[src/rtl/amiv_interlace_detect.sv]
`timescale 1ns/100ps

module amiv_interlace_detect #(
	parameter int FRAMES_PER_DETECT = 50
) (
	input  logic in_hs,
	input  logic reset,
	input  logic vid_vs,
	input  logic vid_field,
	output logic interlaced
);
	localparam int CNT_W = $clog2(FRAMES_PER_DETECT + 1);
	localparam logic [CNT_W-1:0] LAST_FRAME = CNT_W'(FRAMES_PER_DETECT - 1);

	logic             vs_q;
	logic             vs_rise;
	logic             field_low_seen;
	logic [CNT_W-1:0] frame_cnt;

	// One edge per frame.
	assign vs_rise = vid_vs && !vs_q;

	always_ff @(posedge in_hs) begin
		if (reset) begin
			vs_q           <= 1'b0;
			frame_cnt      <= '0;
			field_low_seen <= 1'b0;
			interlaced     <= 1'b0;
		end else begin
			vs_q <= vid_vs;
			if (vs_rise) begin
				if (frame_cnt == LAST_FRAME) begin
					// Window closes, publish and start over.
					interlaced     <= field_low_seen || !vid_field;
					field_low_seen <= 1'b0;
					frame_cnt      <= '0;
				end else begin
					frame_cnt <= frame_cnt + 1'b1;
					if (!vid_field) begin
						field_low_seen <= 1'b1;
					end
				end
			end
		end
	end

endmodule

[config.mk]
export PLATFORM = sky130hd
export DESIGN_NAME = amiv_interlace_detect
export DESIGN_NICKNAME = d
export VERILOG_FILES = /design/src/rtl/amiv_interlace_detect.sv
export SDC_FILE = /design/constraint.sdc
export NUM_CORES = 1
export LEC_CHECK = 0
export BUFFER_PORTS_ARGS = -buffer_cell sky130_fd_sc_hd__buf_2
export CORE_AREA = 2 2 39 41
export DETAILED_ROUTE_END_ITERATION = 8
export DIE_AREA = 0 0 41 43
export PLACE_DENSITY_LB_ADDON = 0.15
export SETUP_SLACK_MARGIN = 0.1
export SYNTH_ARGS = -nofsm -noshare
export SYNTH_HDL_FRONTEND = slang
export SYNTH_SLANG_ARGS = --single-unit
[constraint.sdc]
create_clock -name in_hs -period 1.96 [get_ports in_hs]
set_clock_uncertainty 0.1 [all_clocks]
set_input_delay 0.098 -clock in_hs [delete_from_list [all_inputs] [get_ports in_hs]]
set_output_delay 0.098 -clock in_hs [all_outputs]
set_load 0.02 [all_outputs]
# After elaboration in Yosys (flattened, before gate mapping)
# Cells that the tools add are included.
word_totals:
  mem_bits_ro: 0
  input_bits: 4
  mem_bits_rw: 0
  word_cells: 16
  latch_bits: 0
  output_inout_bits: 1
  n_memories: 0
  register_bits: 9
op_classes:
  eq_ne: 2
  reduce_logical: 6
  bitwise: 0
  n_lt_le_gt_ge: 0
  add_sub_neg: 1
  mux: 3
  n_div: 0
  n_mul: 0
  shift: 0
op_table:
  columns: ["cell", "n"]
  rows:
  - ["6-bit by 1-bit adder with 6-bit output (second input constant)", 1]
  - ["6-bit == test (second input constant)", 1]
  - ["6-bit two-way mux", 1]
  - ["2-bit AND reduction", 2]
  - ["1-bit zero test", 2]
  - ["1-bit two-way mux", 2]
  - ["2-bit by 1-bit != test with 1-bit output (second input constant)", 1]
  - ["1-bit logical AND", 1]
  - ["1-bit logical OR", 1]

# Longest topological paths before layout
logic_depth:
  ltp_word: 3
  ltp_mapped: 6
  ltp_nobuf: 5

# Worst setup path after synthesis
# OpenSTA, ideal clock, no wires.
synth_timing:
  path_kind: "register to register"
  start: "register frame_cnt[1]"
  end: "register frame_cnt[1]"
  setup_ns: 0.067
  stages_incl_launch_ff: 7
  period_less_slack_ns: 1.453
  slack_ns: 0.507
  required_ns: 1.793
  arrival_ns: 1.286
  n_path_buf: 1
  path_cell_list: "dfxtp_1 inv_1 ha_1 and4bb_1 buf_6 a211o_1 a21oi_2"
synth_via:
  elab_chain_cells: 2
  word_cells_on_any_way: 3
  classes_between: "add/sub (1); eq/ne (1); mux (1)"
synth_rtl:
  columns: ["item", "line_no", "text"]
  rows:
  - ["start, declared", "18", "logic [CNT_W-1:0] frame_cnt;"]
  - ["start signal, assigned", "38", "frame_cnt <= frame_cnt + 1'b1;"]
  - ["6-bit by 1-bit adder with 6-bit output or 6-bit == test (tied branches)", "38, 32", null]
  - ["6-bit two-way mux *", "32", "if (frame_cnt == LAST_FRAME) begin"]
# Every way passes the cells marked *; elsewhere a longest branch is shown, timed or not.
# A chain may end at the register's enable or synchronous reset.

# Final worst setup path
# Same ends and word-level chain as after synthesis.

==> impl_metrics.csv <==
group,metric,value,unit
die,floorplan.io_pins,5,
worst_hold_path,whs_path_depth,2,
placement,routabilityCongestion,0.806,
placement,worst_setup_slack_post_dpl,0.441,ns
yosys,synth_edf_count,0,
global_route,via_count_of_the_first_global_routing_pass,332,
power,switching_power,0.0928,mW
critical_path,setup_crit_end_kind,"flop",
timing,finalSetupViolCount,0,
cells_and_area,area_delta_synth_final,13.8,%
timing,relative_max_transition_margin,0.781,
critical_path,arrival,1.67,ns
timing,totalNegativeSetupSlack,0,ns
power,ir_drop,0.000295,V
power,seqPwrFrac,0.520,
outcome,outcome,"finished clean",
drt,via_total_after_detailed_routing,368,
worst_hold_path,timing.hold.worst.start,"reset",
die,design.die.area,1760,um2
yosys,avgSynthCellArea,9.66,um2
placement,dp_hpwl,620,um
timing,timing.final.ws_setup,0.402,ns
yosys,synth-seq-area-share,0.406,
power,power.internal,0.280,mW
power,leakage,0.205,nW
yosys,synth_largest_type_area_fraction,0.406,
yosys,ranking_of_synthesized_cells_by_instance_count,"dfxtp_1 (9), a21oi_1 (6), a211o_1 (3), nand2_1 (3)",
critical_path,max_stage_delay,0.38,ns
critical_path,setup.worst_path.class,"reg -> reg",
clock_network,cts.reportedPaths.clkPinSlew,0.06,ns
timing,final.min_clock_period,1.56,ns
placement,place.detailed.instances,64,
clock_network,postCtsSetupRepairBufs,0,
critical_path,critical_path.cell_chain,"inv_1 -> ha_1 -> and4bb_1 -> a211o_1 -> a21oi_2",
yosys,ys.warnings.count,0,
clock_network,cts_resized,0,
drt,detail_route.iter0.violations,6,
yosys,synth_largest_area_cell,"dfxtp_1",
timing,layout_worst_path_cycle_share,0.795,
critical_path,reg2reg_depth,5,
drt,detail_route.wl_per_cell,13.0,um
cells_and_area,layoutNonFillerInstCount,69,
power,p_sw_frac,0.249,
die,initial_utilization,0.321,
yosys,synth_cell_type_count,25,
clock_network,max-clock-path-buffers,2,
cells_and_area,fin_nets,60,
die,rows,14,
critical_path,cp_max_delay_cell,"dfxtp_1",
yosys,synth_seq_cells,9,
timing,timing_hold_violations_final,0,
global_route,first_pass_grt_wire_length,1.53,mm
critical_path,worst_path_dominant_cell_family,"compound AO/OA/AOI/OAI gates",
timing,worst-slew-pin-transition,0.328,ns
cells_and_area,antenna_cells_inserted,0,
die,chipWidth,41,um
drt,detail_route.drc_violations,0,
drt,routed_wl,895,um
clock_network,cts_max_level,1,
placement,postPlaceCellArea,469,um2
global_route,grt_start_max_net_pins,10,
global_route,antenna_violations_before_repair,0,
yosys,ys_dominant_reg_cell,"dfxtp_1",
critical_path,startpoint_type,"flop",
flow_run,drv_cap,0,
timing,fin_hold_ws,0.0157,ns
power,comb_power_share,0.072,
die,die_h,43,um
yosys,syn-num-nets,52,
critical_path,launch_instance_of_the_worst_register_to_register_path,"frame_cnt[1]",
drt,drt_pass1_iterations,4,
clock_network,postCtsHoldBufs,1,
drt,post_drt_via_cell_ratio,5.33,
placement,place.port_buffers,4,
global_route,grt_util_all_layers,0.135,
die,placeableCoreArea,1380,um2
yosys,cell_types_with_the_largest_area_share_after_synthesis,"dfxtp_1 (41%), a21oi_1 (6.8%), a211o_1 (5.9%)",
power,pwr-share-clk,0.408,
cells_and_area,stdcell_area,505,um2
global_route,globalRoute.totalOverflow,0,
critical_path,end_of_the_worst_register_to_register_path,"frame_cnt[1]",
clock_network,insertion_delay,0.27,ns
clock_network,tritoncts,"built",
critical_path,critical_path_buf_inv_count,1,
timing,timing.final.max_slew_violations,0,
cells_and_area,drive_above_1_share,0.189,
yosys,post-synth-top-count-cell,"dfxtp_1",
yosys,netlist_area,444,um2
worst_hold_path,hold_path_end,"frame_cnt[1]",
clock_network,cts_root_buffer,"clkbuf_4",
critical_path,worst-r2r-setup-slack,0.40,ns
drt,final_antenna_net_count,0,
yosys,syn-instance-count,46,
timing,unrepaired_setup_endpoints_after_global_routing,"false",
critical_path,biggest_fanout_along_the_worst_timing_path,8,
worst_hold_path,timing.hold.worst.class,"in -> reg",
yosys,synth_async_sr_flop_share,0,
timing,timing.fmax,0.642,GHz
clock_network,clock_sinks,9,
critical_path,crit_required,2.07,ns
clock_network,cts_buffers,3,
power,powerDensity,737,nW/um2
## final cells by class
type	count	area, um2
clock buffer	4	26.3
fill	148	878
inverter	2	7.51
multi-input combinational	33	241
sequential	9	180
tap	16	20.0
timing repair buffer	5	30.0
## state kept, by name, summed over array words and instances (netlist names)
| register | count |
|---|---|
| field_low_seen | 1 |
| interlaced | 1 |
| vs_q | 1 |
| frame_cnt | 6 |
## metal layers
metal	vias to the layer above	global-route usage	wire [um]
met5	-	0	0
met4	0	0.100	38
met3	5	0.0314	49
met2	12	0.169	381
met1	163	0.192	426
li1	188	-	-
## logic make-up (layout without fill, tap and decap cells)
group           after synthesis  after routing  share of synthesized area
buf+inv                       4             11                     0.0507
simple gates                 14             14                      0.200
compound gates               17             17                      0.287
fa+ha+maj                     2              2                     0.0563
flops                         9              9                      0.406
## layout by cell type (no fill, tap or decap), drive strengths merged, types with 2 or more instances in the layout
cell	n
dfxtp	9
a21oi	7
buf	4
clkbuf	4
a211o	3
nand2	3
inv	2
nor2b	2
a311oi	2
ha	2
## per-stage QoR
step / power (mW) / utilization
4_1_cts: 0.373 / 0.365
5_1_grt: 0.389 / 0.365
2_1_floorplan: 0.215 / -
3_3_place_gp: 0.221 / 0.339
6_report: 0.373 / 0.365
3_5_place_dp: 0.223 / 0.339
## power groups by stage
stage	sequential (mW)	clock [mW]	combinational, mW
after global routing	0.195	0.163	0.0303
after detailed placement	0.198	0	0.0249
after CTS	0.194	0.152	0.0270
after global placement	0.197	0	0.0239
after floorplan	0.197	0	0.0180
final	0.194	0.152	0.0268
## how the worst max path moves through the flow
stage	cells after the start	from	slack, ns	end
2_1_floorplan	6	frame_cnt[1]	0.51	frame_cnt[1]
3_3_place_gp	5	frame_cnt[1]	0.47	frame_cnt[1]
3_5_place_dp	5	frame_cnt[1]	0.44	frame_cnt[1]
4_1_cts	5	frame_cnt[1]	0.41	frame_cnt[1]
5_1_grt	4	frame_cnt[0]	0.31	interlaced
6_report	5	frame_cnt[1]	0.40	frame_cnt[1]
Note: power is estimated with default switching activity, not from simulation.
