## src/rtl/amiv_pkg.sv

```systemverilog
package amiv_pkg;

	// Raw input pixel from the ADC.
	// Three 10-bit channels, red in the top bits.
	typedef struct packed {
		logic [9:0] r;
		logic [9:0] g;
		logic [9:0] b;
	} vid_in_t;

	// Stored pixel, 5 red, 6 green, 5 blue.
	typedef logic [15:0] rgb565_t;

	// Output pixel to the HDMI transmitter.
	typedef logic [23:0] rgb888_t;

	// SRAM word address.
	typedef logic [18:0] sram_addr_t;

	// Output pixel counter.
	typedef logic [11:0] h_count_t;

	// Line counter, input and output side.
	typedef logic [9:0] v_count_t;

	// Input pixel counter.
	typedef logic [9:0] in_pix_t;

	// Capture offsets.
	typedef logic [8:0] h_blank_t;
	typedef logic [7:0] v_blank_t;

	// Phases of the shared SRAM slot.
	typedef enum logic [1:0] {
		PH_READ_ADDR = 2'd0,
		PH_READ_DATA = 2'd1,
		PH_WRITE     = 2'd2,
		PH_IDLE      = 2'd3
	} slot_phase_t;

	// APB byte offsets, one 32-bit word each.
	localparam logic [3:0] REG_CTRL    = 4'h0;
	localparam logic [3:0] REG_H_BLANK = 4'h4;
	localparam logic [3:0] REG_V_BLANK = 4'h8;
	localparam logic [3:0] REG_STATUS  = 4'hC;

	// Offsets loaded at reset.
	localparam h_blank_t H_BLANK_DEFAULT = 9'd170;
	localparam v_blank_t V_BLANK_DEFAULT = 8'd30;

endpackage

```

## src/rtl/amiv_cfg_regs.sv

```systemverilog
`timescale 1ns/100ps

module amiv_cfg_regs (
	input  logic                in_hs,
	input  logic                reset,
	input  logic [3:0]          paddr,
	input  logic                psel,
	input  logic                penable,
	input  logic                pwrite,
	input  logic [31:0]         pwdata,
	output logic [31:0]         prdata,
	output logic                pready,
	output logic                pslverr,
	input  logic                interlaced,
	output logic                out_en,
	output amiv_pkg::h_blank_t  h_blank,
	output amiv_pkg::v_blank_t  v_blank
);
	import amiv_pkg::*;

	logic access;
	logic mapped;

	// Access phase of a transfer.
	assign access = psel && penable;

	// Only the four word offsets decode.
	assign mapped = (paddr == REG_CTRL) || (paddr == REG_H_BLANK) ||
		(paddr == REG_V_BLANK) || (paddr == REG_STATUS);

	// No wait states.
	assign pready = access;

	// Status word is read only.
	assign pslverr = access && (!mapped || (pwrite && paddr == REG_STATUS));

	// Read mux.
	always_comb begin
		case (paddr)
			REG_CTRL:    prdata = 32'(out_en);
			REG_H_BLANK: prdata = 32'(h_blank);
			REG_V_BLANK: prdata = 32'(v_blank);
			REG_STATUS:  prdata = 32'(interlaced);
			default:     prdata = '0;
		endcase
	end

	// Writes land at the end of the access cycle.
	always_ff @(posedge in_hs) begin
		if (reset) begin
			out_en  <= 1'b0;
			h_blank <= H_BLANK_DEFAULT;
			v_blank <= V_BLANK_DEFAULT;
		end else if (access && pwrite) begin
			case (paddr)
				REG_CTRL:    out_en  <= pwdata[0];
				REG_H_BLANK: h_blank <= pwdata[8:0];
				REG_V_BLANK: v_blank <= pwdata[7:0];
				default:     ;
			endcase
		end
	end

	// Access phase must be entered from a setup cycle.
	assert property (@(posedge in_hs) disable iff (reset)
		$rose(penable) |-> $past(psel && !penable))
		else $error("penable rose without a setup cycle");

endmodule

```

## config.mk

```make
export PLATFORM = sky130hd
export DESIGN_NAME = amiv_cfg_regs
export DESIGN_NICKNAME = d
export VERILOG_FILES = /design/src/rtl/amiv_pkg.sv /design/src/rtl/amiv_cfg_regs.sv
export SDC_FILE = /design/constraint.sdc
export NUM_CORES = 1
export LEC_CHECK = 0
export BUFFER_PORTS_ARGS = -buffer_cell sky130_fd_sc_hd__buf_2
export CAP_MARGIN = 20
export CORE_MARGIN = 10
export CORE_UTILIZATION = 38
export CTS_BUF_LIST = sky130_fd_sc_hd__clkbuf_8 sky130_fd_sc_hd__clkbuf_16
export DETAILED_ROUTE_END_ITERATION = 10
export PLACE_DENSITY = 0.8
export RECOVER_POWER = 100
export REMOVE_ABC_BUFFERS = 1
export SETUP_SLACK_MARGIN = 0.15
export SLEW_MARGIN = 20
export SYNTH_ARGS = -nofsm -noshare
export SYNTH_HDL_FRONTEND = slang
export SYNTH_SLANG_ARGS = --single-unit
```

## constraint.sdc

```tcl
create_clock -name in_hs -period 1.7 [get_ports in_hs]
set_clock_uncertainty 0.05 [all_clocks]
set_input_delay 0.255 -clock in_hs [delete_from_list [all_inputs] [get_ports in_hs]]
set_output_delay 0.255 -clock in_hs [all_outputs]
set_load 0.01 [all_outputs]
```

Word level (Yosys, flattened, before mapping) --
Index checks and enable logic that the tools add are counted.
Cells by class: reductions and logical operators 13, mux-type cells 1, equal/unequal tests 3
Operators with widths (number):
- case mux 9 bit (4 select lines) | 1
- equality test 4 bit (second input constant) | 2
- AND reduction 2 bit | 3
- equality test 4 x 3 -> 1 bit (second input constant) | 1
- logical AND 1 bit | 4
- logical NOT 4 bit | 1
- logical OR 1 bit | 4
- logical NOT 1 bit | 1
Word-level totals: register bits after elaboration 18, output and inout port bits 52

Depth between registers and ports, before layout --
depth after elaboration 7, depth in mapped cells 4, gate-level depth less buffers 3

Least setup slack after synthesis --
No wires, ideal clock.
path kind input to register, start point input port paddr[1], end point register h_blank[0], library setup time 72 ps, path buffers 1, required time 1578 ps, data arrival time 1209 ps, slack 370 ps, stages on the path 4, path through nor4b_4 and3_4 buf_12 mux2i_1
On the way: cells in the longest elaborated chain, start to end 2
Ends and longest elaborated chain:
- start: declaration | line amiv_cfg_regs.sv:6 | input logic [3:0] paddr,
- equality test 4 x 3 -> 1 bit | line amiv_cfg_regs.sv:55 | case (paddr)
- AND reduction 2 bit (no line)
- end signal: assignment | line amiv_cfg_regs.sv:57 | REG_H_BLANK: h_blank <= pwdata[8:0];
- end: declaration | line amiv_cfg_regs.sv:16 | output amiv_pkg::h_blank_t h_blank,
No other way between the ends. A chain may end at the register's enable or synchronous reset.

Final worst setup path --
start point register v_blank[0], end point output port prdata[0]
On the way: cells in the longest elaborated chain, start to end 1
Ends and longest elaborated chain:
- start: declaration | line amiv_cfg_regs.sv:17 | output amiv_pkg::v_blank_t v_blank
- start signal: assignment | line amiv_cfg_regs.sv:58 | REG_V_BLANK: v_blank <= pwdata[7:0];
- case mux 9 bit (4 select lines) | line amiv_cfg_regs.sv:39 | case (paddr)
- end: declaration | line amiv_cfg_regs.sv:11 | output logic [31:0] prdata,
No other way between the ends.

==> out/results.tsv <==
metric	value	unit
critical path class	flop to primary output	
final antenna-violating net count	0	
fillers	291	
Cell variety after synth	20	
CP arrival	1330	ps
Period minus WS final	1631	ps
Final Hold Vio Count	0	
Die Y	74.17	µm
per-cell routed wire length	14.17	µm
Final Cycle Share	0.9594	
CORE AREA	0.002781	mm²
First-pass DRT Iterations	4	
share of the synthesized area in the top cell type	0.3232	
clock sinks	18	
worst-path maximum fanout	2	
GRT Overall Usage	0.09935	
leakage	0.5833	nW
die area	0.005500	mm²
ratio of cells with drive above 1 in the final layout	0.2695	
Worst Setup SP	v_blank[0]	
DP HPWL	2.242	mm
met2 usage	0.1610	
maximum VDD drop	0.0004099	V
Seq cells post-synth	18	
drt via density	4.520	
yosys warns	0	
startpoint types	flop	
area grow syn2layout	19.08	%
global-route wire length before repair	4.478	mm
crit-path leading delay family	multiplexers	
Slew Viols, Final	0	
Final Util	0.4773	
CTS root buf	clkbuf_8	
most frequent cells in the layout	24 x buf_2, 23 x conb_1, 19 x clkbuf_1	
Rel. slew slack	0.6347	
Avg Inst Size Synth	9.694	µm²
met3 Usage GRT	0.03989	
Worst Setup End Kind	primary output	
switch share	0.2410	
initial core utilization	0.4008	
H-Tree Depth	1	
# port buffers	47	
worst reg2reg startpoint	v_blank[0]	
Worst EP required	1390	ps
Combinational Power Share	0.133	
vias in the first global route	972	
min-delay src	pwdata[8]	
drt initial violations	17	
critical path buffer and inverter count	1	
RD Place Congestion	0.7089	
pwr/cell area	669.3	mW/mm²
final antenna diode count	0	
gr busiest metal	met2	
cell taking the most area after synthesis	dfxtp_1	
largest net degree at the start of global routing	32	
Clk Latency, worst-skew pair	250	ps
worst slew pin tran	548.0	ps
synthesized cell area	0.001115	mm²
Final setup viols	0	
Clock Path Buffers	2	
Psw	0.2142	mW
Max Fclk	0.6131	GHz
# rows	19	
CP Cell Sequence	mux4_2 -> nor3b_2 -> clkbuf_2	
CTS tree	yes	
sequential share of the synthesized area	0.3232	
CTS Hold Bufs	0	
GRT overflow	0	
met1 usage	0.1195	
Max-Cap Viols	0	
initial antenna violation count	0	
gate count after technology mapping	115	
Internal Power	0.6743	mW
CP peak stage delay	450	ps
die span in x	74.17	µm
final net count	210	
via count	895	
Flop pwr share	0.478	
I/O pin total	94	
Hold Path Class	input port to flop	
commonest non-fill, non-tap cell in the layout	buf_2	
TritonCTS buffer count	3	
dominant cells by area after synthesis	dfxtp_1 32%, mux2i_1 16%, buf_4 16%, nand2b_1 9.5%, a22o_1 5.5%	
CTS clk-pin slew, worst paths	70	ps
status	completed	
CP max stage cell	mux4_2	
setup_tns	0	ps
DRC viols	0	
Clock power frac	0.389	
drt total wl	2.806	mm
unrepaired setup endpoints after global routing	true	
[area by class of cell]
cell class | instances | area, µm² | share of cell area
multi-input combinational | 91 | 613.1 | 0.4618
sequential | 18 | 361.6 | 0.2724
timing repair buffer | 54 | 259.0 | 0.1951
clock buffer | 4 | 55.05 | 0.04147
tap | 31 | 38.79 | 0.02922
[worst register-to-register path: stages (launching register included)]
cell	delay, ps
dfxtp_1	350
buf_4	120
nand2b_1	50
mux2i_1	110
[power by group through the flow]
stage	Sequential [mW]	Clock (mW)	Combinational, mW
final	0.425	0.346	0.118
after global routing	0.425	0.367	0.131
after CTS	0.424	0.356	0.120
after detailed placement	0.434	0	0.118
after global placement	0.434	0	0.117
after floorplan	0.435	0	0.0611
[state kept, by name, summed over array words and instances, names as in the netlist]
signal   cells
h_blank      9
v_blank      8
out_en       1
[layer usage]
layer  wire length [µm]  part of all wire
met2               1295              0.46
met1               1181              0.42
met4                  8            0.0029
met5                  0                 0
met3                321              0.11
[worst paths after layout]
| kind | endpoint | slack [ps] | cells past startpoint |
|---|---|---|---|
| setup reg to reg | v_blank[0] | 960 | 3 |
| hold / removal | h_blank[8] | 210 | 3 |
| setup / recovery | prdata[0] | 70 | 3 |
| hold reg to reg | out_en | 440 | 2 |
[Yosys cell counts]
master and count:
buf_4 24, dfxtp_1 18, mux2i_1 18, nand2b_1 17
nor2_1 14, a22o_1 7, clkbuf_1 3, nor4b_4 2
a311oi_1 1, and2_1 1, and2_2 1, and3_1 1
and3_4 1, buf_12 1, conb_1 1, mux4_1 1
nand3_1 1, nor2b_1 1, nor3b_1 1, nor4_1 1
[what timing repair did]
| action | 4_1_cts | 5_1_grt |
|---|---|---|
| setup buffers | 2 | 0 |
| endpoints found under the hold margin | 0 | 0 |
| gates resized for setup | 5 | 2 |
| endpoints found under the setup margin | 1 | 7 |
[kinds of logic (layout without fill, tap and decap cells)]
group / Yosys count / in the layout / synth area share
DFF: 18 / 18 / 0.3232
AOI/OAI and AO/OA: 8 / 8 / 0.06285
other: 1 / 23 / 0.003364
buffers and inverters: 28 / 58 / 0.1897
and+or+nand+nor: 41 / 41 / 0.2357
muxes: 19 / 19 / 0.1852
[per-stage QoR]
stage / hold slack, ps / cell area [µm²] / setup WS [ps] / power (mW) / cells
CTS: 212.6 / 1373 / 72.47 / 0.9012 / 198
finish: 211.0 / 1328 / 69.06 / 0.8885 / 198
floorplan: 359.7 / 985.9 / 271.6 / 0.4960 / 109
detailed placement: 427.7 / 1297 / 144.0 / 0.5525 / 192
global placement: 421.4 / 1297 / 159.5 / 0.5513 / 192
global route: 226.4 / 1328 / 22.24 / 0.9224 / 198
Power figures use the tool's default switching activity.
