==> config.mk <==
export PLATFORM = sky130hd
export DESIGN_NAME = amiv_capture
export DESIGN_NICKNAME = d
export VERILOG_FILES = /design/src/rtl/amiv_pkg.sv /design/src/rtl/amiv_capture.sv
export SDC_FILE = /design/constraint.sdc
export NUM_CORES = 1
export LEC_CHECK = 0
export ABC_AREA = 1
export BUFFER_PORTS_ARGS = -buffer_cell sky130_fd_sc_hd__buf_2
export CORE_ASPECT_RATIO = 0.9
export CORE_MARGIN = 2
export CORE_UTILIZATION = 50
export CTS_BUF_LIST = sky130_fd_sc_hd__clkbuf_4 sky130_fd_sc_hd__clkbuf_8
export DETAILED_ROUTE_END_ITERATION = 12
export PLACE_DENSITY = 0.73
export SLEW_MARGIN = 20
export SYNTH_ARGS = -nofsm -noshare
export SYNTH_HDL_FRONTEND = slang
export SYNTH_SLANG_ARGS = --single-unit
==> constraint.sdc <==
create_clock -name in_hs -period 8.4 [get_ports in_hs]
set_input_delay 0 -clock in_hs [delete_from_list [all_inputs] [get_ports in_hs]]
set_output_delay 0 -clock in_hs [all_outputs]
set_load 0.01 [all_outputs]
==> src/rtl/amiv_pkg.sv <==
package amiv_pkg;

	// Raw input pixel from the ADC.
	// Three 10-bit channels, red in the top bits.
	typedef struct packed {
		logic [9:0] r;
		logic [9:0] g;
		logic [9:0] b;
	} vid_in_t;

	// Stored pixel, 5 red, 6 green, 5 blue.
	typedef logic [15:0] rgb565_t;

	// Output pixel to the HDMI transmitter.
	typedef logic [23:0] rgb888_t;

	// SRAM word address.
	typedef logic [18:0] sram_addr_t;

	// Output pixel counter.
	typedef logic [11:0] h_count_t;

	// Line counter, input and output side.
	typedef logic [9:0] v_count_t;

	// Input pixel counter.
	typedef logic [9:0] in_pix_t;

	// Capture offsets.
	typedef logic [8:0] h_blank_t;
	typedef logic [7:0] v_blank_t;

	// Phases of the shared SRAM slot.
	typedef enum logic [1:0] {
		PH_READ_ADDR = 2'd0,
		PH_READ_DATA = 2'd1,
		PH_WRITE     = 2'd2,
		PH_IDLE      = 2'd3
	} slot_phase_t;

	// APB byte offsets, one 32-bit word each.
	localparam logic [3:0] REG_CTRL    = 4'h0;
	localparam logic [3:0] REG_H_BLANK = 4'h4;
	localparam logic [3:0] REG_V_BLANK = 4'h8;
	localparam logic [3:0] REG_STATUS  = 4'hC;

	// Offsets loaded at reset.
	localparam h_blank_t H_BLANK_DEFAULT = 9'd170;
	localparam v_blank_t V_BLANK_DEFAULT = 8'd30;

endpackage

==> src/rtl/amiv_capture.sv <==
`timescale 1ns/100ps

module amiv_capture #(
	parameter int SRAM_WIDTH  = 640,
	parameter int SRAM_HEIGHT = 580
) (
	input  logic                 in_hs,
	input  logic                 reset,
	input  logic                 vid_pclk_en,
	input  logic                 vid_hs,
	input  logic                 vid_vs,
	input  logic                 vid_field,
	input  amiv_pkg::vid_in_t    vid_data,
	input  amiv_pkg::h_blank_t   h_blank,
	input  amiv_pkg::v_blank_t   v_blank,
	input  logic                 interlaced,
	output logic                 wr_req,
	output amiv_pkg::sram_addr_t wr_addr,
	output amiv_pkg::rgb565_t    wr_data,
	input  logic                 wr_ack
);
	import amiv_pkg::*;

	in_pix_t    pix_cnt;
	v_count_t   line_cnt;
	logic       hs_q;
	logic       hs_rise;
	logic       h_in;
	logic       v_in;
	logic       pix_hit;
	sram_addr_t col;
	sram_addr_t row;
	sram_addr_t addr_next;

	assign hs_rise = vid_hs && !hs_q;

	// Pixel count along the line.
	always_ff @(posedge in_hs) begin
		if (reset || !vid_hs) begin
			pix_cnt <= '0;
		end else if (vid_pclk_en) begin
			pix_cnt <= pix_cnt + 1'b1;
		end
	end

	// Line count within the field, cleared during vsync.
	always_ff @(posedge in_hs) begin
		if (reset) begin
			hs_q     <= 1'b0;
			line_cnt <= '0;
		end else begin
			hs_q <= vid_hs;
			if (!vid_vs) begin
				line_cnt <= '0;
			end else if (hs_rise) begin
				line_cnt <= line_cnt + 1'b1;
			end
		end
	end

	// Capture window test.
	assign h_in = int'(pix_cnt) >= int'(h_blank) &&
		int'(pix_cnt) < int'(h_blank) + SRAM_WIDTH;
	assign v_in = int'(line_cnt) >= int'(v_blank) &&
		int'(line_cnt) < int'(v_blank) + SRAM_HEIGHT / 2;
	assign pix_hit = vid_pclk_en && vid_hs && h_in && v_in;

	// Position inside the window.
	assign col = sram_addr_t'(pix_cnt - in_pix_t'(h_blank));
	assign row = sram_addr_t'(line_cnt - v_count_t'(v_blank));

	// Interlaced fields go to alternate rows.
	always_comb begin
		if (interlaced) begin
			addr_next = row * sram_addr_t'(2 * SRAM_WIDTH) + col;
			if (vid_field) begin
				addr_next = addr_next + sram_addr_t'(SRAM_WIDTH);
			end
		end else begin
			addr_next = row * sram_addr_t'(SRAM_WIDTH) + col;
		end
	end

	// Request stays up until the slot sequencer takes it.
	always_ff @(posedge in_hs) begin
		if (reset) begin
			wr_req <= 1'b0;
		end else if (pix_hit) begin
			wr_req <= 1'b1;
		end else if (wr_ack) begin
			wr_req <= 1'b0;
		end
	end

	// Address and packed pixel, top bits of each channel.
	always_ff @(posedge in_hs) begin
		if (pix_hit) begin
			wr_addr <= addr_next;
			wr_data <= {vid_data.r[9:5], vid_data.g[9:4], vid_data.b[9:5]};
		end
	end

	// A new pixel must not land on a pending write.
	assert property (@(posedge in_hs) disable iff (reset)
		pix_hit |-> !wr_req || wr_ack)
		else $error("capture overrun, pixel arrived with a write pending");

endmodule

**After elaboration in Yosys (flattened, before gate mapping)**

Cells that the tools add are included.

- Bits in registers: 57
- Input bits: 55
- Logic and storage cells: 37

- Add/subtract/negate cells: 9
- $mul: 2
- $lt $le $gt $ge: 4
- Mux-type cells: 4
- Bitwise gates (word level): 1
- Reduce and logical (&&, ||, !) cells: 11

Operator list:

| kind | count |
|---|---|
| adder 19 bit | 2 |
| two-way mux 19 bit | 2 |
| adder 10 x 1 -> 10 bit (second input constant) | 2 |
| adder 19 x 10 -> 19 bit (second input constant) | 1 |
| multiplier 19 x 3 -> 11 bit (second input constant) | 1 |
| multiplier 19 x 3 -> 12 bit (second input constant) | 1 |
| adder 9 x 10 -> 11 bit (second input constant) | 1 |
| < comparator 10 x 11 -> 1 bit | 1 |
| subtractor 10 x 8 -> 11 bit | 1 |
| subtractor 10 x 9 -> 11 bit | 1 |
| adder 8 x 9 -> 10 bit (second input constant) | 1 |
| greater-or-equal comparator 10 x 8 -> 1 bit | 1 |
| greater-or-equal comparator 10 x 9 -> 1 bit | 1 |
| < comparator 10 bit | 1 |
| logical AND 1 bit | 6 |
| logical NOT 1 bit | 2 |
| two-way mux 1 bit | 2 |
| nonzero test 2 bit | 1 |
| OR reduction 2 bit | 1 |
| logical OR 1 bit | 1 |
| NOT 1 bit | 1 |

**Logic depth before layout (Yosys ltp)**

- Word-level depth: 6
- Mapped depth: 31
- Gate-level depth less buffers: 31

**Worst setup path after synthesis**

No wires, ideal clock.

- Path type: register -> register
- Start: register line_cnt[0]
- End: register wr_addr[18], data pin
- Library setup time: 0.253 ns
- Data arrival time: 3.857 ns
- Data required time: 8.147 ns
- Slack: 4.290 ns
- Cell stages (with the launch flop): 26
- Buffers on the path: 0
- Clock period less this slack: 4.110 ns
- Cell sequence: dfxtp_1 -> inv_1 -> ha_1 -> inv_1 -> fa_1 -> inv_1 -> ha_1 -> ha_1 -> inv_1 -> fa_1 -> o21ai_1 -> a21oi_1 -> o21ai_0 -> xnor2_1 -> inv_1 -> ha_1 -> inv_1 -> o21ai_0 -> a31oi_1 -> o21ai_0 -> nand2_1 -> nand2_1 -> inv_1 -> nand2_1 -> nand3_1 -> nand2_1

- Longest elaborated chain between the ends: 6

Ends and longest elaborated chain:

| item | RTL line | RTL |
|---|---|---|
| from (decl) | amiv_capture.sv:25 | `v_count_t line_cnt;` |
| from (signal assigned) | amiv_capture.sv:56 | `line_cnt <= line_cnt + 1'b1;` |
| subtractor 10 x 8 -> 11 bit (*) | amiv_capture.sv:70 | `assign row = sram_addr_t'(line_cnt - v_count_t'(v_blank));` |
| multiplier 19 x 3 -> 11 bit | amiv_capture.sv:75 | `addr_next = row * sram_addr_t'(2 * SRAM_WIDTH) + col;` |
| adder 19 bit | amiv_capture.sv:75 |  |
| adder 19 x 10 -> 19 bit | amiv_capture.sv:77 | `addr_next = addr_next + sram_addr_t'(SRAM_WIDTH);` |
| two-way mux 19 bit | amiv_capture.sv:76 | `if (vid_field) begin` |
| two-way mux 19 bit (*) | amiv_capture.sv:74 | `if (interlaced) begin` |
| named net addr_next[18] | amiv_capture.sv:33 | `sram_addr_t addr_next;` |
| to (signal assigned) | amiv_capture.sv:98 | `wr_addr <= addr_next;` |
| to (decl) | amiv_capture.sv:18 | `output amiv_pkg::sram_addr_t wr_addr,` |

Mark *: on every way through the listed nets, which the timed path passes. The rest lies on a longest branch.
A chain may end at the register's enable or synchronous reset.

**Worst setup path after layout**

Same ends and word-level chain as after synthesis.

==> impl_metrics.ini <==
[sta]
fmax_mhz = 215
grt_setup_unrepaired = false
final.setup.tns_ns = 0
slew_violations = 0
final_hold_viol_count = 0
setup_viol_count_final = 0
min_period_ns = 4.64
clock_skew_ns = 0.0106
worst_tran_pin_value_ns = 0.992
final.period_utilization_pct = 55.2
slew_headroom_pct = 33.7

[layout]
layout.core_utilization_pct = 59.8
drive_gt1_share_pct = 16.5
most-common-layout-cells = nand2_1, inv_1, buf_2
mostFrequentLayoutCell = nand2_1
finish.net_count = 934
syn_to_final_growth_pct = 17.7
antenna_cells_inserted = 0
fillers = 920
finalNonFillerCells = 946

[pwr]
vdd_drop_max_mv = 0.126
cellLeakagePower_uw = 0.00298
finalPower_uw = 1100
power_density_over_the_cells_nw_per_um2 = 181

[worst_setup_path]
criticalPathCategory = reg -> reg
cpPeakStageDelay_ns = 0.58
start_kind = flip-flop
worst-endpoint-required_ns = 8.49
r2r_end = wr_addr[18]
critPathArrivalTime_ns = 4.73
worst_path_fanout_max = 6
worst-r2r-setup-slack_ns = 3.76
slowest_stage = fa_1
critical_path_buf_inv_count = 5
timing.critical_path.to_type = flip-flop
timing.critical_path.mode_cell = inv_1
path_delay_family = adder cells
rr_worst_depth = 24
timing.rr.start = line_cnt[0]
cp_cell_sequence = inv_1, ha_1, inv_1, fa_1, inv_1, ha_1, ha_1, inv_1, fa_1, o21ai_1, a21oi_1, o21ai_0, xnor2_1, inv_1, ha_1, nand2_1, nor2_1, nand3_1, nand3_1, nor2_1, nor2_1, nand3_1, nand3_1, nand2_1

[min_path]
holdCritStartpoint = vid_vs
holdPathEnd = line_cnt[8]
worst_hold_path.num_cells = 5
holdCritPathClass = in -> reg

[job]
maxCapViolations = 0

[route]
drt_iter0_drc = 205
avgRoutedWirePerCell_microns = 12.2
drt.antenna.violating_nets = 0
firstDrtPassIters = 4
drcViolationCount = 0
via_count = 4785
drt-total-wl_mm = 11.5
via_per_inst = 5.06

[cts]
clockRootBuffer = clkbuf_8
cts_tree = done
clock_sinks = 57
cts-buffers-inserted = 9
cts.htree.levels = 3
clkLatencyLatePin_ns = 0.34
clkSlewWorstSetupHoldPaths_ns = 0.07
clk_path_buf_depth = 2

[grt]
vias_in_the_first_global_route = 4791
track_usage_pct = 22.0
wire_length_of_the_first_global_routing_pass_mm = 20.4
grt_start_max_net_pins = 37
antenna_found_initial = 0
grt_overflow_total = 0

[floorplanning]
io_pins = 91
die_y_microns = 100
core_region_area_sq_um = 10200
die_width_microns = 111
die_area_sq_um = 11100
floorplan.rows = 35
start_util_pct = 50.8

[synth]
mappedNetlistArea_sq_um = 5160
synth.ff_latch_count = 57
synth.avg_cell_area_sq_um = 7.26
mapped_cells = 710
synth_warnings = 0
synth_nets = 832
synthDistinctLibCells = 42
fraction_of_the_yosys_area_taken_by_sequential_cells_pct = 28.9

[placed_design]
gpl.final_weighted_congestion = 0.913
placed_cells_incl_taps = 911
portBuffers = 76
dp_hpwl_mm = 9.27

[run_status]
outcome = finished clean
cell usage after synthesis, drive strengths merged:
| cell type | count | area share (%) |
|---|---|---|
| nand2 | 170 | 13 |
| inv | 125 | 9.1 |
| nor2 | 64 | 5.0 |
| ha | 61 | 15 |
| a21oi | 57 | 6.1 |
| nand3 | 52 | 5.4 |
| edfxtp | 35 | 20 |
| o21ai | 33 | 3.3 |
| dfxtp | 22 | 8.5 |
| xor2 | 19 | 3.2 |
| nor3 | 14 | 1.5 |
| nand4 | 12 | 1.5 |
| xnor2 | 9 | 1.5 |
| fa | 6 | 2.3 |
| a31oi | 4 | 0.49 |
| nand3b | 4 | 0.58 |
| o21a | 4 | 0.58 |
| buf | 3 | 0.46 |
| o22ai | 3 | 0.36 |
| or2 | 3 | 0.36 |
| and2 | 2 | 0.29 |
| a211oi | 1 | 0.15 |
| and3 | 1 | 0.12 |
| clkbuf | 1 | 0.073 |
| clkinv | 1 | 0.073 |
| nor3b | 1 | 0.15 |
| o211ai | 1 | 0.15 |
| o21bai | 1 | 0.15 |
| o2bb2ai | 1 | 0.17 |
flip-flops by register name, summed over array words and instances, names as in the netlist:
| signal | flops |
|---|---|
| wr_data | 16 |
| hs_q | 1 |
| wr_req | 1 |
| pix_cnt | 10 |
| line_cnt | 10 |
| wr_addr | 19 |
cell type report:
| cell class | instances | area (sq um) | area share [%] |
|---|---|---|---|
| inverter | 126 | 473 | 7.79 |
| sequential | 57 | 1490 | 24.6 |
| tap | 129 | 161 | 2.66 |
| clock inverter | 7 | 78.8 | 1.30 |
| clock buffer | 9 | 124 | 2.04 |
| multi-input combinational | 523 | 3170 | 52.2 |
| timing repair buffer | 95 | 571 | 9.40 |
layer usage:
| metal | up-vias | wire length, microns | track usage, % | part of all wire (%) |
|---|---|---|---|---|
| met4 | 0 | 214 | 7.31 | 1.9 |
| met5 | - | 0 | 0 | 0 |
| li1 | 2532 | - | - | - |
| met1 | 2141 | 5270 | 26.1 | 46 |
| met3 | 16 | 460 | 3.86 | 4.0 |
| met2 | 96 | 5600 | 40.7 | 49 |
logic make-up after synthesis:
family	share of synthesized area, %
AOI/OAI and AO/OA	11.4
xor gates and xnor gates	4.76
adders and majority gates	17.1
buffers and inverters	9.71
DFF	28.9
and+or+nand+nor	28.1
worst max-delay path by stage:
stage	cells past startpoint	endpoint	start	slack, ns
2_1_floorplan	25	wr_addr[18]	line_cnt[0]	4.29
3_3_place_gp	24	wr_addr[18]	line_cnt[0]	3.79
3_5_place_dp	24	wr_addr[18]	line_cnt[0]	3.76
4_1_cts	24	wr_addr[18]	line_cnt[0]	3.74
5_1_grt	24	wr_addr[18]	line_cnt[0]	3.33
6_report	24	wr_addr[18]	line_cnt[0]	3.76
power by group:
part | internal [uW] | switching, uW | leakage [uW] | total, uW
registers | 306 | 0.980 | 0.000492 | 307
clock network | 139 | 122 | 0.0000925 | 261
logic | 192 | 338 | 0.00240 | 531
total | 638 | 461 | 0.00298 | 1100
worst min-delay path, stage by stage:
cell and delay [ns]:
buf_2 0.09, inv_1 0.04, nor2_1 0.08, nand2_1 0.08, nor2_1 0.03
timing repair:
item | CTS | global route
hold endpoints to repair | 21 | 0
gates resized for setup | 0 | 0
hold buffers | 19 | 0
setup buffers | 0 | 0
stage by stage:
stage	setup slack [ns]	area [sq um]	hold WS [ns]
after floorplan	4.29	5160	0.0724
after global placement	3.79	5680	0.177
after CTS	3.74	6070	0.0198
final	3.76	6070	0.0315
after detailed placement	3.76	5680	0.178
after global routing	3.33	6070	0.0710
Power figures use the tool's default switching activity.
