<file path="src/rtl/amiv_pkg.sv">
package amiv_pkg;

	// Raw input pixel from the ADC.
	// Three 10-bit channels, red in the top bits.
	typedef struct packed {
		logic [9:0] r;
		logic [9:0] g;
		logic [9:0] b;
	} vid_in_t;

	// Stored pixel, 5 red, 6 green, 5 blue.
	typedef logic [15:0] rgb565_t;

	// Output pixel to the HDMI transmitter.
	typedef logic [23:0] rgb888_t;

	// SRAM word address.
	typedef logic [18:0] sram_addr_t;

	// Output pixel counter.
	typedef logic [11:0] h_count_t;

	// Line counter, input and output side.
	typedef logic [9:0] v_count_t;

	// Input pixel counter.
	typedef logic [9:0] in_pix_t;

	// Capture offsets.
	typedef logic [8:0] h_blank_t;
	typedef logic [7:0] v_blank_t;

	// Phases of the shared SRAM slot.
	typedef enum logic [1:0] {
		PH_READ_ADDR = 2'd0,
		PH_READ_DATA = 2'd1,
		PH_WRITE     = 2'd2,
		PH_IDLE      = 2'd3
	} slot_phase_t;

	// APB byte offsets, one 32-bit word each.
	localparam logic [3:0] REG_CTRL    = 4'h0;
	localparam logic [3:0] REG_H_BLANK = 4'h4;
	localparam logic [3:0] REG_V_BLANK = 4'h8;
	localparam logic [3:0] REG_STATUS  = 4'hC;

	// Offsets loaded at reset.
	localparam h_blank_t H_BLANK_DEFAULT = 9'd170;
	localparam v_blank_t V_BLANK_DEFAULT = 8'd30;

endpackage

</file>
<file path="src/rtl/amiv_out_timing.sv">
`timescale 1ns/100ps

module amiv_out_timing #(
	parameter int SRAM_WIDTH        = 640,
	parameter int SRAM_HEIGHT       = 580,
	parameter int OUT_HFP           = 440,
	parameter int OUT_HSW           = 40,
	parameter int OUT_HBP           = 220,
	parameter int OUT_WIDTH         = 1280,
	parameter int OUT_VFP           = 5,
	parameter int OUT_VSW           = 5,
	parameter int OUT_VBP           = 20,
	parameter int OUT_HEIGHT        = 720,
	parameter int OUT_HEIGHT_OFFSET = 78
) (
	input  logic                 in_hs,
	input  logic                 reset,
	input  logic                 out_en,
	input  logic                 pix_tick,
	input  logic                 interlaced,
	output logic                 hdmi_hs,
	output logic                 hdmi_vs,
	output logic                 in_window,
	output amiv_pkg::sram_addr_t rd_addr
);
	import amiv_pkg::*;

	localparam int H_BLANK = OUT_HFP + OUT_HSW + OUT_HBP;
	localparam int H_TOTAL = OUT_WIDTH + H_BLANK;
	localparam int V_BLANK = OUT_VFP + OUT_VSW + OUT_VBP;
	localparam int V_TOTAL = OUT_HEIGHT + V_BLANK;
	localparam int V_WIN   = V_BLANK + OUT_HEIGHT_OFFSET;

	h_count_t   h_cnt;
	v_count_t   v_cnt;
	logic       h_win;
	logic       v_win;
	h_count_t   h_rel;
	v_count_t   v_rel;
	sram_addr_t col;
	sram_addr_t row;

	// Raster counters, parked at zero while disabled.
	always_ff @(posedge in_hs) begin
		if (reset || !out_en) begin
			h_cnt <= '0;
			v_cnt <= '0;
		end else if (pix_tick) begin
			if (h_cnt == h_count_t'(H_TOTAL - 1)) begin
				h_cnt <= '0;
				if (v_cnt == v_count_t'(V_TOTAL - 1)) begin
					v_cnt <= '0;
				end else begin
					v_cnt <= v_cnt + 1'b1;
				end
			end else begin
				h_cnt <= h_cnt + 1'b1;
			end
		end
	end

	// Syncs, one clock behind the counters.
	always_ff @(posedge in_hs) begin
		if (reset || !out_en) begin
			hdmi_hs <= 1'b0;
			hdmi_vs <= 1'b0;
		end else begin
			hdmi_hs <= h_cnt >= h_count_t'(OUT_HFP) &&
				h_cnt < h_count_t'(OUT_HFP + OUT_HSW);
			hdmi_vs <= v_cnt >= v_count_t'(OUT_VBP) &&
				v_cnt < v_count_t'(OUT_VBP + OUT_VSW);
		end
	end

	// Picture area.
	// Twice the stored width, full stored height.
	assign h_win = h_cnt >= h_count_t'(H_BLANK) &&
		h_cnt < h_count_t'(H_BLANK + 2 * SRAM_WIDTH);
	assign v_win = v_cnt >= v_count_t'(V_WIN) &&
		v_cnt < v_count_t'(V_WIN + SRAM_HEIGHT);
	assign in_window = h_win && v_win;

	// Each stored pixel covers two output pixels.
	assign h_rel = h_cnt - h_count_t'(H_BLANK);
	assign v_rel = v_cnt - v_count_t'(V_WIN);
	assign col   = sram_addr_t'(h_rel >> 1);

	// Progressive lines repeat, interlaced rows map one to one.
	assign row = interlaced ? sram_addr_t'(v_rel) : sram_addr_t'(v_rel >> 1);

	assign rd_addr = in_window ? row * sram_addr_t'(SRAM_WIDTH) + col : '0;

endmodule

</file>
<file path="config.mk">
export PLATFORM = sky130hd
export DESIGN_NAME = amiv_out_timing
export DESIGN_NICKNAME = d
export VERILOG_FILES = /design/src/rtl/amiv_pkg.sv /design/src/rtl/amiv_out_timing.sv
export SDC_FILE = /design/constraint.sdc
export NUM_CORES = 1
export LEC_CHECK = 0
export BUFFER_PORTS_ARGS = -buffer_cell sky130_fd_sc_hd__buf_4
export CAP_MARGIN = 25
export CORE_MARGIN = 2
export CORE_UTILIZATION = 65
export DETAILED_ROUTE_END_ITERATION = 8
export PLACE_DENSITY = 0.87
export SYNTH_ARGS = -nofsm -noshare
export SYNTH_HDL_FRONTEND = slang
export SYNTH_SLANG_ARGS = --single-unit
</file>
<file path="constraint.sdc">
create_clock -name in_hs -period 11 [get_ports in_hs]
set_input_delay 1.1 -clock in_hs [delete_from_list [all_inputs] [get_ports in_hs]]
set_output_delay 1.1 -clock in_hs [all_outputs]
set_load 0.02 [all_outputs]
</file>
Word level (Yosys, flattened, before mapping)

Cells that the tools add are included.

Input bits: 5
Word-level logic and storage cells: 32
Register bits: 24
Output and inout bits: 22

Reductions and logical operators: 8
$mul: 1
Multiplexer cells: 4
Magnitude comparators: 8
Add/subtract/negate cells: 5
Equality and inequality tests: 2

Operators with widths:

| cell                   | count |
|---|---|
| $mux 10                | 2 |
| $add 19x11->19         | 1 |
| $mux 19                | 1 |
| $add 12x1->12 const B  | 1 |
| $eq 12x11->1 const B   | 1 |
| $ge 12x10->1 const B   | 1 |
| $ge 12x9->1 const B    | 1 |
| $lt 12x11->1 const B   | 1 |
| $lt 12x9->1 const B    | 1 |
| $mul 10x3->12 const B  | 1 |
| $mux 12                | 1 |
| $sub 12x10->12 const B | 1 |
| $add 10x1->10 const B  | 1 |
| $eq 10x10->1 const B   | 1 |
| $ge 10x5->1 const B    | 1 |
| $ge 10x7->1 const B    | 1 |
| $lt 10x10->1 const B   | 1 |
| $lt 10x5->1 const B    | 1 |
| $sub 10x7->10 const B  | 1 |
| $logic_and 1x1->1      | 5 |
| $reduce_and 2->1       | 1 |
| $logic_not 1->1        | 1 |
| $logic_or 1x1->1       | 1 |

Longest topological paths before layout

Gate-level depths: netlist of run 1.

Depth after elaboration: 5
Gate-level depth with buffers: 16
Gate-level depth less buffers: 15

Worst setup path before layout of run 1

No wires, ideal clock.

Kind: input -> output
Start point: input interlaced
End point: output rd_addr[17]
Data required time: 9.900 ns
Arrival: 4.406 ns
Stages: 11
Slack: 5.494 ns
Buffers on the path: 2
Cells stage by stage: clkbuf_1 -> clkbuf_1 -> mux2i_1 -> ha_1 -> ha_1 -> inv_1 -> fa_1 -> nor4_1 -> nor4b_2 -> a31oi_1 -> nor3b_1

Word-level cells in the longest chain between the ends: 4

RTL lines:

| element            | line                  | RTL |
|---|---|---|
| start: declaration | amiv_out_timing.sv:20 | `input logic interlaced,` |
| $mux 10            | amiv_out_timing.sv:89 | `assign row = interlaced ? sram_addr_t'(v_rel) : sram_addr_t'(v_rel >> 1);` |
| $mul 10x3->12      | amiv_out_timing.sv:91 | `assign rd_addr = in_window ? row * sram_addr_t'(SRAM_WIDTH) + col : '0;` |
| $add 19x11->19     | amiv_out_timing.sv:91 |  |
| $mux 19            | amiv_out_timing.sv:91 |  |
| end: declaration   | amiv_out_timing.sv:24 | `output amiv_pkg::sram_addr_t rd_addr` |

No other way between the ends.

Worst setup path after layout of run 1

Same ends and word-level chain as after synthesis.

==> results of run 1 <==
-- cells by family (layout without fill, tap and decap cells) --
group,after synthesis,count (layout)
AND/OR/NAND/NOR,136,136
AO/OA/AOI/OAI,64,64
XOR/XNOR,42,42
buffers and inverters,35,47
adder cells (fa/ha/maj),32,32
flip-flops,24,24
multiplexers,6,6
-- metrics by stage --
step | cells | power [mW] | hold WS, ps
4_1_cts | 399 | 0.207 | 582
5_1_grt | 399 | 0.215 | 619
3_3_place_gp | 395 | 0.128 | 549
3_5_place_dp | 395 | 0.129 | 569
6_report | 399 | 0.206 | 572
2_1_floorplan | 339 | 0.121 | 530
-- worst paths after layout --
path | depth (start not counted) | startpoint | to | slack, ps
min | 2 | h_cnt[1] | h_cnt[1] | 570
max reg2reg | 7 | h_cnt[3] | v_cnt[9] | 8890
max | 14 | interlaced | rd_addr[17] | 5690
min reg2reg | 2 | h_cnt[1] | h_cnt[1] | 570
-- routing by layer --
metal	share of wire [%]	vias up	track usage (%)	wire length, um
li1	-	1198	-	-
met1	43	1129	29.9	2350
met2	52	49	51.4	2830
met3	2.9	15	3.33	156
met4	2.0	0	6.89	111
met5	0	-	0	0
-- registers in the layout (all words and copies together) (netlist names) --
signal,count
hdmi_vs,1
h_cnt,12
hdmi_hs,1
v_cnt,10
-- cell usage in the layout, fill, tap and decap left out, types with 4 or more instances in the layout --
master                     synthesis  final
sky130_fd_sc_hd__o21ai_0          15     15
sky130_fd_sc_hd__xor2_1           17     17
sky130_fd_sc_hd__nor4_1            4      4
sky130_fd_sc_hd__nor2_1           49     49
sky130_fd_sc_hd__nand2b_1          5      5
sky130_fd_sc_hd__mux2i_1           5      5
sky130_fd_sc_hd__a21oi_1          18     18
sky130_fd_sc_hd__nor3_1            6      6
sky130_fd_sc_hd__nand4_1           5      5
sky130_fd_sc_hd__nor2b_1           7      7
sky130_fd_sc_hd__a21o_1            8      8
sky130_fd_sc_hd__ha_1             30     30
sky130_fd_sc_hd__nand2_1          23     23
sky130_fd_sc_hd__buf_4             2     26
sky130_fd_sc_hd__dfxtp_1          24     24
sky130_fd_sc_hd__xnor2_1          25     25
sky130_fd_sc_hd__nand3_1          14     14
sky130_fd_sc_hd__inv_1            17     17
-- final cells by class --
type / count / area [um2]
clock buffers: 3 / 41.3
fillers: 313 / 906
multi-input cells: 280 / 1970
clock inverters: 1 / 30.0
flip-flops and latches: 24 / 480
repair buffers: 26 / 195
inverters: 17 / 63.8
well taps: 48 / 60.1
-- power by group --
part | leakage [nW] | switching [mW] | internal [mW]
clock network | 0.0357 | 0.0295 | 0.0487
registers | 0.193 | 0.000352 | 0.0871
logic | 0.923 | 0.0234 | 0.0168
-- worst reg2reg max path, stage by stage (launching register included) --
cell,delay (ps)
sky130_fd_sc_hd__dfxtp_1,460
sky130_fd_sc_hd__ha_1,250
sky130_fd_sc_hd__nand3_1,130
sky130_fd_sc_hd__or4_4,490
sky130_fd_sc_hd__nor4_4,300
sky130_fd_sc_hd__nand3_1,130
sky130_fd_sc_hd__xor2_1,200
sky130_fd_sc_hd__nor2_2,40
==> results_tabular.tex, run 1 <==
\begin{tabular}{lr}
\hline
Metric & Value \\
\hline
\multicolumn{2}{l}{\textbf{Run status}} \\
\quad Result of the run & finished, final reports clean \\
\multicolumn{2}{l}{\textbf{Place}} \\
\quad Area of placed instances & 2770 um2 \\
\quad Worst setup slack before clock tree synthesis & 5710 ps \\
\quad Detail Placement HPWL & 4310 um \\
\quad Routability congestion estimate & 0.835 \\
\quad Port-buffer cells & 26 \\
\multicolumn{2}{l}{\textbf{Setup path}} \\
\quad Category of cells accounting for the largest share of critical-path delay & simple AND/OR/NAND/NOR gates \\
\quad Cell-by-cell trace of the critical path & buf\_4, nor2\_1, a22oi\_1, o21ai\_0, inv\_1, ha\_1, ha\_1, a211oi\_1, nor2\_1, nor4\_1, nor4b\_2, a31oi\_1, nor3b\_1, buf\_4 \\
\quad Crit path kind & in2out \\
\quad Required time of the critical path & 9900 ps \\
\quad Critical Path Fanout Max & 24 \\
\quad Count of buffer and inverter cells on the critical path & 3 \\
\quad Cell with the largest stage delay on the worst path & sky130\_fd\_sc\_hd\_\_nor4\_1 \\
\quad Slowest cell delay on critical path & 420 ps \\
\quad Startpoint class of the critical path & input pin \\
\quad Crit path arrival time & 4210 ps \\
\quad Endpoint type of the worst setup path & output pin \\
\multicolumn{2}{l}{\textbf{Power}} \\
\quad Total power divided by cell area & 72.5 nW/um2 \\
\quad Leak pwr & 1.15 nW \\
\quad Worst IR Drop VDD & 78.0 uV \\
\multicolumn{2}{l}{\textbf{GRT}} \\
\quad Maximum number of pins on one net before global-route repair & 25 \\
\quad Vias in the first global route & 2193 \\
\quad GRT Residual Overflow & 0 \\
\quad Overall routing resource usage & 26.4\% \\
\quad Wire length of the first global-routing pass & 9350 um \\
\quad Antenna violations before repair & 0 \\
\multicolumn{2}{l}{\textbf{Clocking}} \\
\quad H-tree depth & 1 \\
\quad CTS clk-pin slew, worst paths & 90 ps \\
\quad Clock latency reported for the late side of the worst-skew pair & 270 ps \\
\quad Count of clock tree sinks & 24 \\
\quad Maximum root-to-sink buffer count & 2 \\
\quad Post-CTS sizing & 0 \\
\quad Post-CTS Hold Buffers & 0 \\
\quad Number of buffers created by CTS & 3 \\
\quad TritonCTS clock tree & yes \\
\quad Post-CTS setup-driven buffer insertion count & 0 \\
\quad CTS Root Buffer Type & sky130\_fd\_sc\_hd\_\_clkbuf\_8 \\
\multicolumn{2}{l}{\textbf{STA}} \\
\quad Fmax achieved & 188 MHz \\
\quad Slew Limit Headroom & 47.8\% \\
\quad Share of the cycle needed by the critical path after routing & 48.3\% \\
\quad Least-Margin Pin Slew & 784 ps \\
\quad Final WS setup & 5690 ps \\
\quad Post-layout minimum cycle time & 5310 ps \\
\quad Count of pins over their slew limit & 0 \\
\quad Number of setup violations in the final report & 0 \\
\quad Hold violation total from the final report & 0 \\
\quad Setup\_tns & 0 ps \\
\quad Worst setup skew after layout & 4.31 ps \\
\quad Setup repair after global routing missed its margin & false \\
\multicolumn{2}{l}{\textbf{Logic synthesis}} \\
\quad Main flop type after synthesis & sky130\_fd\_sc\_hd\_\_dfxtp\_1 \\
\quad Proportion of synthesized area in mux cells & 2.36\% \\
\quad Most area-consuming cells after synthesis & sky130\_fd\_sc\_hd\_\_dfxtp\_1 19\%, sky130\_fd\_sc\_hd\_\_ha\_1 14\%, sky130\_fd\_sc\_hd\_\_xnor2\_1 8.4\% \\
\quad Post-synthesis cell area & 2600 um2 \\
\quad Synthesis warning total & 0 \\
\quad Share of synthesized area occupied by flip-flops and latches & 18.5\% \\
\quad Most numerous cell in the Yosys netlist & sky130\_fd\_sc\_hd\_\_nor2\_1 \\
\quad Instance count of the mapped netlist & 339 \\
\quad Async S/R FF share, synth & 0\% \\
\quad Number of flops mapped to enable cells by yosys & 0 \\
\quad Mean post-synth cell area & 7.66 um2 \\
\quad Simple-gate share of the synthesized area & 27.2\% \\
\quad Top cell type by total area after synthesis & sky130\_fd\_sc\_hd\_\_dfxtp\_1 \\
\quad Most frequent cells after synthesis & 49 x sky130\_fd\_sc\_hd\_\_nor2\_1, 30 x sky130\_fd\_sc\_hd\_\_ha\_1, 25 x sky130\_fd\_sc\_hd\_\_xnor2\_1 \\
\quad Combinational family with the most area after synthesis & simple AND/OR/NAND/NOR gates \\
\quad Netlist cell types & 53 \\
\quad Area fraction in compound gates after synthesis & 16.0\% \\
\quad Adder and majority gate portion of the synthesized area & 16.0\% \\
\quad Synthesized net count & 376 \\
\quad Post-synthesis sequential element count & 24 \\
\quad Area share of the leading cell type in the synthesized netlist & 18.5\% \\
\quad Post-Synth XOR/XNOR Area & 14.2\% \\
\multicolumn{2}{l}{\textbf{Die}} \\
\quad Initial core utilization & 69.4\% \\
\quad Height of the chip & 67.2 um \\
\quad Die area & 4520 um2 \\
\quad Die extent in x & 67.2 um \\
\quad Boundary pin count & 27 \\
\quad Core Region & 3740 um2 \\
\quad Count of standard-cell rows & 22 \\
\multicolumn{2}{l}{\textbf{Hold path}} \\
\quad Path category of the worst min-delay check & reg2reg \\
\multicolumn{2}{l}{\textbf{Route}} \\
\quad First-pass detailed-route iteration total & 4 \\
\quad Number of antenna-violating nets in the routed design & 0 \\
\quad Drt via density & 5.99 \\
\quad Via count & 2391 \\
\quad DRC violation total after the first TritonRoute iteration & 72 \\
\quad \# DRC & 0 \\
\quad Routed len/inst & 13.6 um \\
\quad Final WL & 5450 um \\
\multicolumn{2}{l}{\textbf{Finish}} \\
\quad Final Net Count & 389 \\
\quad Share of layout cells above drive strength 1 & 12.3\% \\
\quad Ant. Diodes & 0 \\
\quad Final core utilization & 75.8\% \\
\quad Layout Cell Area excl Fill & 2840 um2 \\
\quad Synth-to-Final Area Change & 9.30\% \\
\multicolumn{2}{l}{\textbf{Run}} \\
\quad Number of maximum-capacitance violations & 0 \\
\hline
\end{tabular}
Note: power is estimated with default switching activity, not from simulation.
==> run 2: changes to the inputs <==
--- a/config.mk
+++ b/config.mk
@@ -8,9 +8,9 @@
 export BUFFER_PORTS_ARGS = -buffer_cell sky130_fd_sc_hd__buf_4
 export CAP_MARGIN = 25
 export CORE_MARGIN = 2
-export CORE_UTILIZATION = 65
+export CORE_UTILIZATION = 60
 export DETAILED_ROUTE_END_ITERATION = 8
-export PLACE_DENSITY = 0.87
+export PLACE_DENSITY = 0.81
 export SYNTH_ARGS = -nofsm -noshare
 export SYNTH_HDL_FRONTEND = slang
 export SYNTH_SLANG_ARGS = --single-unit
==> constraint.sdc (replaced) <==
create_clock -name in_hs -period 5 [get_ports in_hs]
set_input_delay 0.5 -clock in_hs [delete_from_list [all_inputs] [get_ports in_hs]]
set_output_delay 0.5 -clock in_hs [all_outputs]
set_load 0.02 [all_outputs]
==> run 2 against run 1 <==
Against the previous run:
- final cell count up 0.50%
- final area down 0.48%
- global-route usage down 2.5 points
- core utilization down 6.7 points
- die area up 7.8%
- clock power up 69%
==> results_tabular.tex, run 2 (same netlist as run 1, synthesis figures left out) <==
\begin{tabular}{lr}
\hline
Metric & Value \\
\hline
\multicolumn{2}{l}{\textbf{Run status}} \\
\quad Result of the run & finished, final reports clean \\
\multicolumn{2}{l}{\textbf{Route}} \\
\quad Via count & 2346 \\
\quad Drt via density & 5.85 \\
\quad First-pass detailed-route iteration total & 4 \\
\quad Routed len/inst & 13.8 um \\
\quad DRC violation total after the first TritonRoute iteration & 92 \\
\quad Number of antenna-violating nets in the routed design & 0 \\
\quad Final WL & 5520 um \\
\quad \# DRC & 0 \\
\multicolumn{2}{l}{\textbf{Power}} \\
\quad Net load switching power & 0.113 mW \\
\quad Switching share of power & 27.4\% \\
\quad Total power divided by cell area & 146 nW/um2 \\
\quad Worst IR Drop VDD & 149 uV \\
\quad Proportion of power drawn by flip-flops and latches & 46.7\% \\
\quad Clk network pwr share & 32.2\% \\
\quad Leak pwr & 1.15 nW \\
\quad Combinational group share of total power & 21.1\% \\
\quad Power consumption & 0.412 mW \\
\quad Pint & 0.299 mW \\
\multicolumn{2}{l}{\textbf{Setup path}} \\
\quad Cell with the largest stage delay on the worst path & sky130\_fd\_sc\_hd\_\_dfxtp\_1 \\
\quad Endpoint type of the worst setup path & output pin \\
\quad Crit path arrival time & 3970 ps \\
\quad Flop2flop setup slack & 2860 ps \\
\quad Cell-by-cell trace of the critical path & ha\_1, o21ai\_0, xor2\_1, o21ai\_0, ha\_1, ha\_1, o21ai\_0, nor2\_1, nor4\_1, nor4b\_2, a31oi\_1, nor3b\_1, buf\_4 \\
\quad Critical Path Fanout Max & 8 \\
\quad Category of cells accounting for the largest share of critical-path delay & simple AND/OR/NAND/NOR gates \\
\quad Count of buffer and inverter cells on the critical path & 1 \\
\quad Required time of the critical path & 4500 ps \\
\quad Crit path kind & reg2out \\
\quad Slowest cell delay on critical path & 450 ps \\
\quad Startpoint class of the critical path & register \\
\multicolumn{2}{l}{\textbf{Die}} \\
\quad Initial core utilization & 63.5\% \\
\quad Height of the chip & 69.8 um \\
\quad Core Region & 4090 um2 \\
\quad Die extent in x & 69.8 um \\
\quad Die area & 4870 um2 \\
\quad Count of standard-cell rows & 23 \\
\quad Boundary pin count & 27 \\
\multicolumn{2}{l}{\textbf{Clocking}} \\
\quad H-tree depth & 1 \\
\quad CTS clk-pin slew, worst paths & 90 ps \\
\quad CTS Root Buffer Type & sky130\_fd\_sc\_hd\_\_clkbuf\_8 \\
\quad TritonCTS clock tree & yes \\
\quad Maximum root-to-sink buffer count & 2 \\
\quad Count of clock tree sinks & 24 \\
\quad Post-CTS Hold Buffers & 0 \\
\quad Number of buffers created by CTS & 3 \\
\quad Clock latency reported for the late side of the worst-skew pair & 270 ps \\
\multicolumn{2}{l}{\textbf{STA}} \\
\quad Final WS setup & 527 ps \\
\quad Fmax achieved & 224 MHz \\
\quad Number of setup violations in the final report & 0 \\
\quad Post-layout minimum cycle time & 4470 ps \\
\quad Count of pins over their slew limit & 0 \\
\quad Setup repair after global routing missed its margin & false \\
\quad Slew Limit Headroom & 44.6\% \\
\quad Worst setup skew after layout & 6.72 ps \\
\quad Hold violation total from the final report & 0 \\
\quad Least-Margin Pin Slew & 831 ps \\
\quad Share of the cycle needed by the critical path after routing & 89.5\% \\
\quad Setup\_tns & 0 ps \\
\multicolumn{2}{l}{\textbf{Finish}} \\
\quad Ant. Diodes & 0 \\
\quad Synth-to-Final Area Change & 8.77\% \\
\quad Leading cell type in the layout, fill and taps excluded & sky130\_fd\_sc\_hd\_\_nor2\_1 \\
\quad Final Net Count & 389 \\
\quad Largest regs & h\_cnt (12), v\_cnt (10) \\
\quad Top library cells by usage in the layout, fill and taps aside & 49 x sky130\_fd\_sc\_hd\_\_nor2\_1, 30 x sky130\_fd\_sc\_hd\_\_ha\_1, 26 x sky130\_fd\_sc\_hd\_\_buf\_4, 25 x sky130\_fd\_sc\_hd\_\_xnor2\_1, 24 x sky130\_fd\_sc\_hd\_\_dfxtp\_1 \\
\quad Largest Register & h\_cnt \\
\quad Share of layout cells above drive strength 1 & 12.3\% \\
\quad Flip-flop count of the largest register after layout & 12 \\
\multicolumn{2}{l}{\textbf{Run}} \\
\quad Number of maximum-capacitance violations & 0 \\
\multicolumn{2}{l}{\textbf{GRT}} \\
\quad GRT Residual Overflow & 0 \\
\quad Overall routing resource usage & 23.9\% \\
\quad Antenna violations before repair & 0 \\
\quad Vias in the first global route & 2315 \\
\quad Maximum number of pins on one net before global-route repair & 25 \\
\quad Wire length of the first global-routing pass & 9830 um \\
\multicolumn{2}{l}{\textbf{Place}} \\
\quad Routability congestion estimate & 0.913 \\
\quad Worst setup slack before clock tree synthesis & 827 ps \\
\quad Port-buffer cells & 26 \\
\quad Detail Placement HPWL & 4280 um \\
\multicolumn{2}{l}{\textbf{Hold path}} \\
\quad Path category of the worst min-delay check & in2reg \\
\hline
\end{tabular}
[run 2: cell types whose count changed in the layout (fill, tap and decap cells not counted)]
cell                        delta
sky130_fd_sc_hd__o21ai_0       -2
sky130_fd_sc_hd__o21ai_1       +2
sky130_fd_sc_hd__bufinv_16     -1
sky130_fd_sc_hd__clkbuf_8      +1
[run 2: final timing paths]
path                                from           to  depth (start not counted)
worst max-delay path            v_cnt[3]  rd_addr[17]                         13
worst min-delay path            pix_tick     h_cnt[0]                          3
worst max register to register  h_cnt[3]     v_cnt[7]                          5
worst min register to register  h_cnt[0]     h_cnt[0]                          2
[run 2: power groups by stage]
stage                     clock network, mW  logic [mW]  registers (mW)
after global placement                    0      0.0834           0.197
after global routing                  0.145      0.0985           0.193
after detailed placement                  0      0.0856           0.197
after CTS                             0.137      0.0862           0.192
final                                 0.132      0.0870           0.192
after floorplan                           0      0.0705           0.197
[run 2: repair_timing]
action / in CTS / in global routing
setup endpoints to repair: 0 / 1
resized for setup: 0 / 2
hold endpoints to repair: 0 / 0
buffers inserted: 0 / 0
[run 2: layout make-up]
| class | count | area, um2 |
|---|---|---|
| sequential | 24 | 480 |
| tap | 50 | 62.6 |
| fill | 338 | 1260 |
| timing repair buffer | 26 | 195 |
| clock buffer | 4 | 55.1 |
| multi-input combinational | 280 | 1970 |
| inverter | 17 | 63.8 |
[run 2: per-stage QoR]
stage / hold slack, ps / instances / cell area [um2] / utilization (%)
after floorplan: 530 / 339 / 2600 / -
after global placement: 560 / 397 / 2770 / 67.8
after detailed placement: 575 / 397 / 2770 / 67.8
after CTS: 539 / 401 / 2820 / 69.1
after global routing: 559 / 401 / 2820 / 69.1
final: 544 / 401 / 2820 / 69.1
[run 2: routing by layer]
metal  track usage [%]  wire length [um]  vias up
li1                  -                 -     1187
met1              27.9              2460     1105
met2              43.9              2790       42
met3              3.49               174       12
met4              8.55               102        0
met5                 0                 0        -
[run 2: worst register-to-register path, cell delays in order (launching register included)]
cell and delay (ps):
sky130_fd_sc_hd__dfxtp_1 460, sky130_fd_sc_hd__ha_1 230, sky130_fd_sc_hd__nand3_1 140, sky130_fd_sc_hd__or4_4 500, sky130_fd_sc_hd__a21oi_1 570, sky130_fd_sc_hd__nor2_1 120
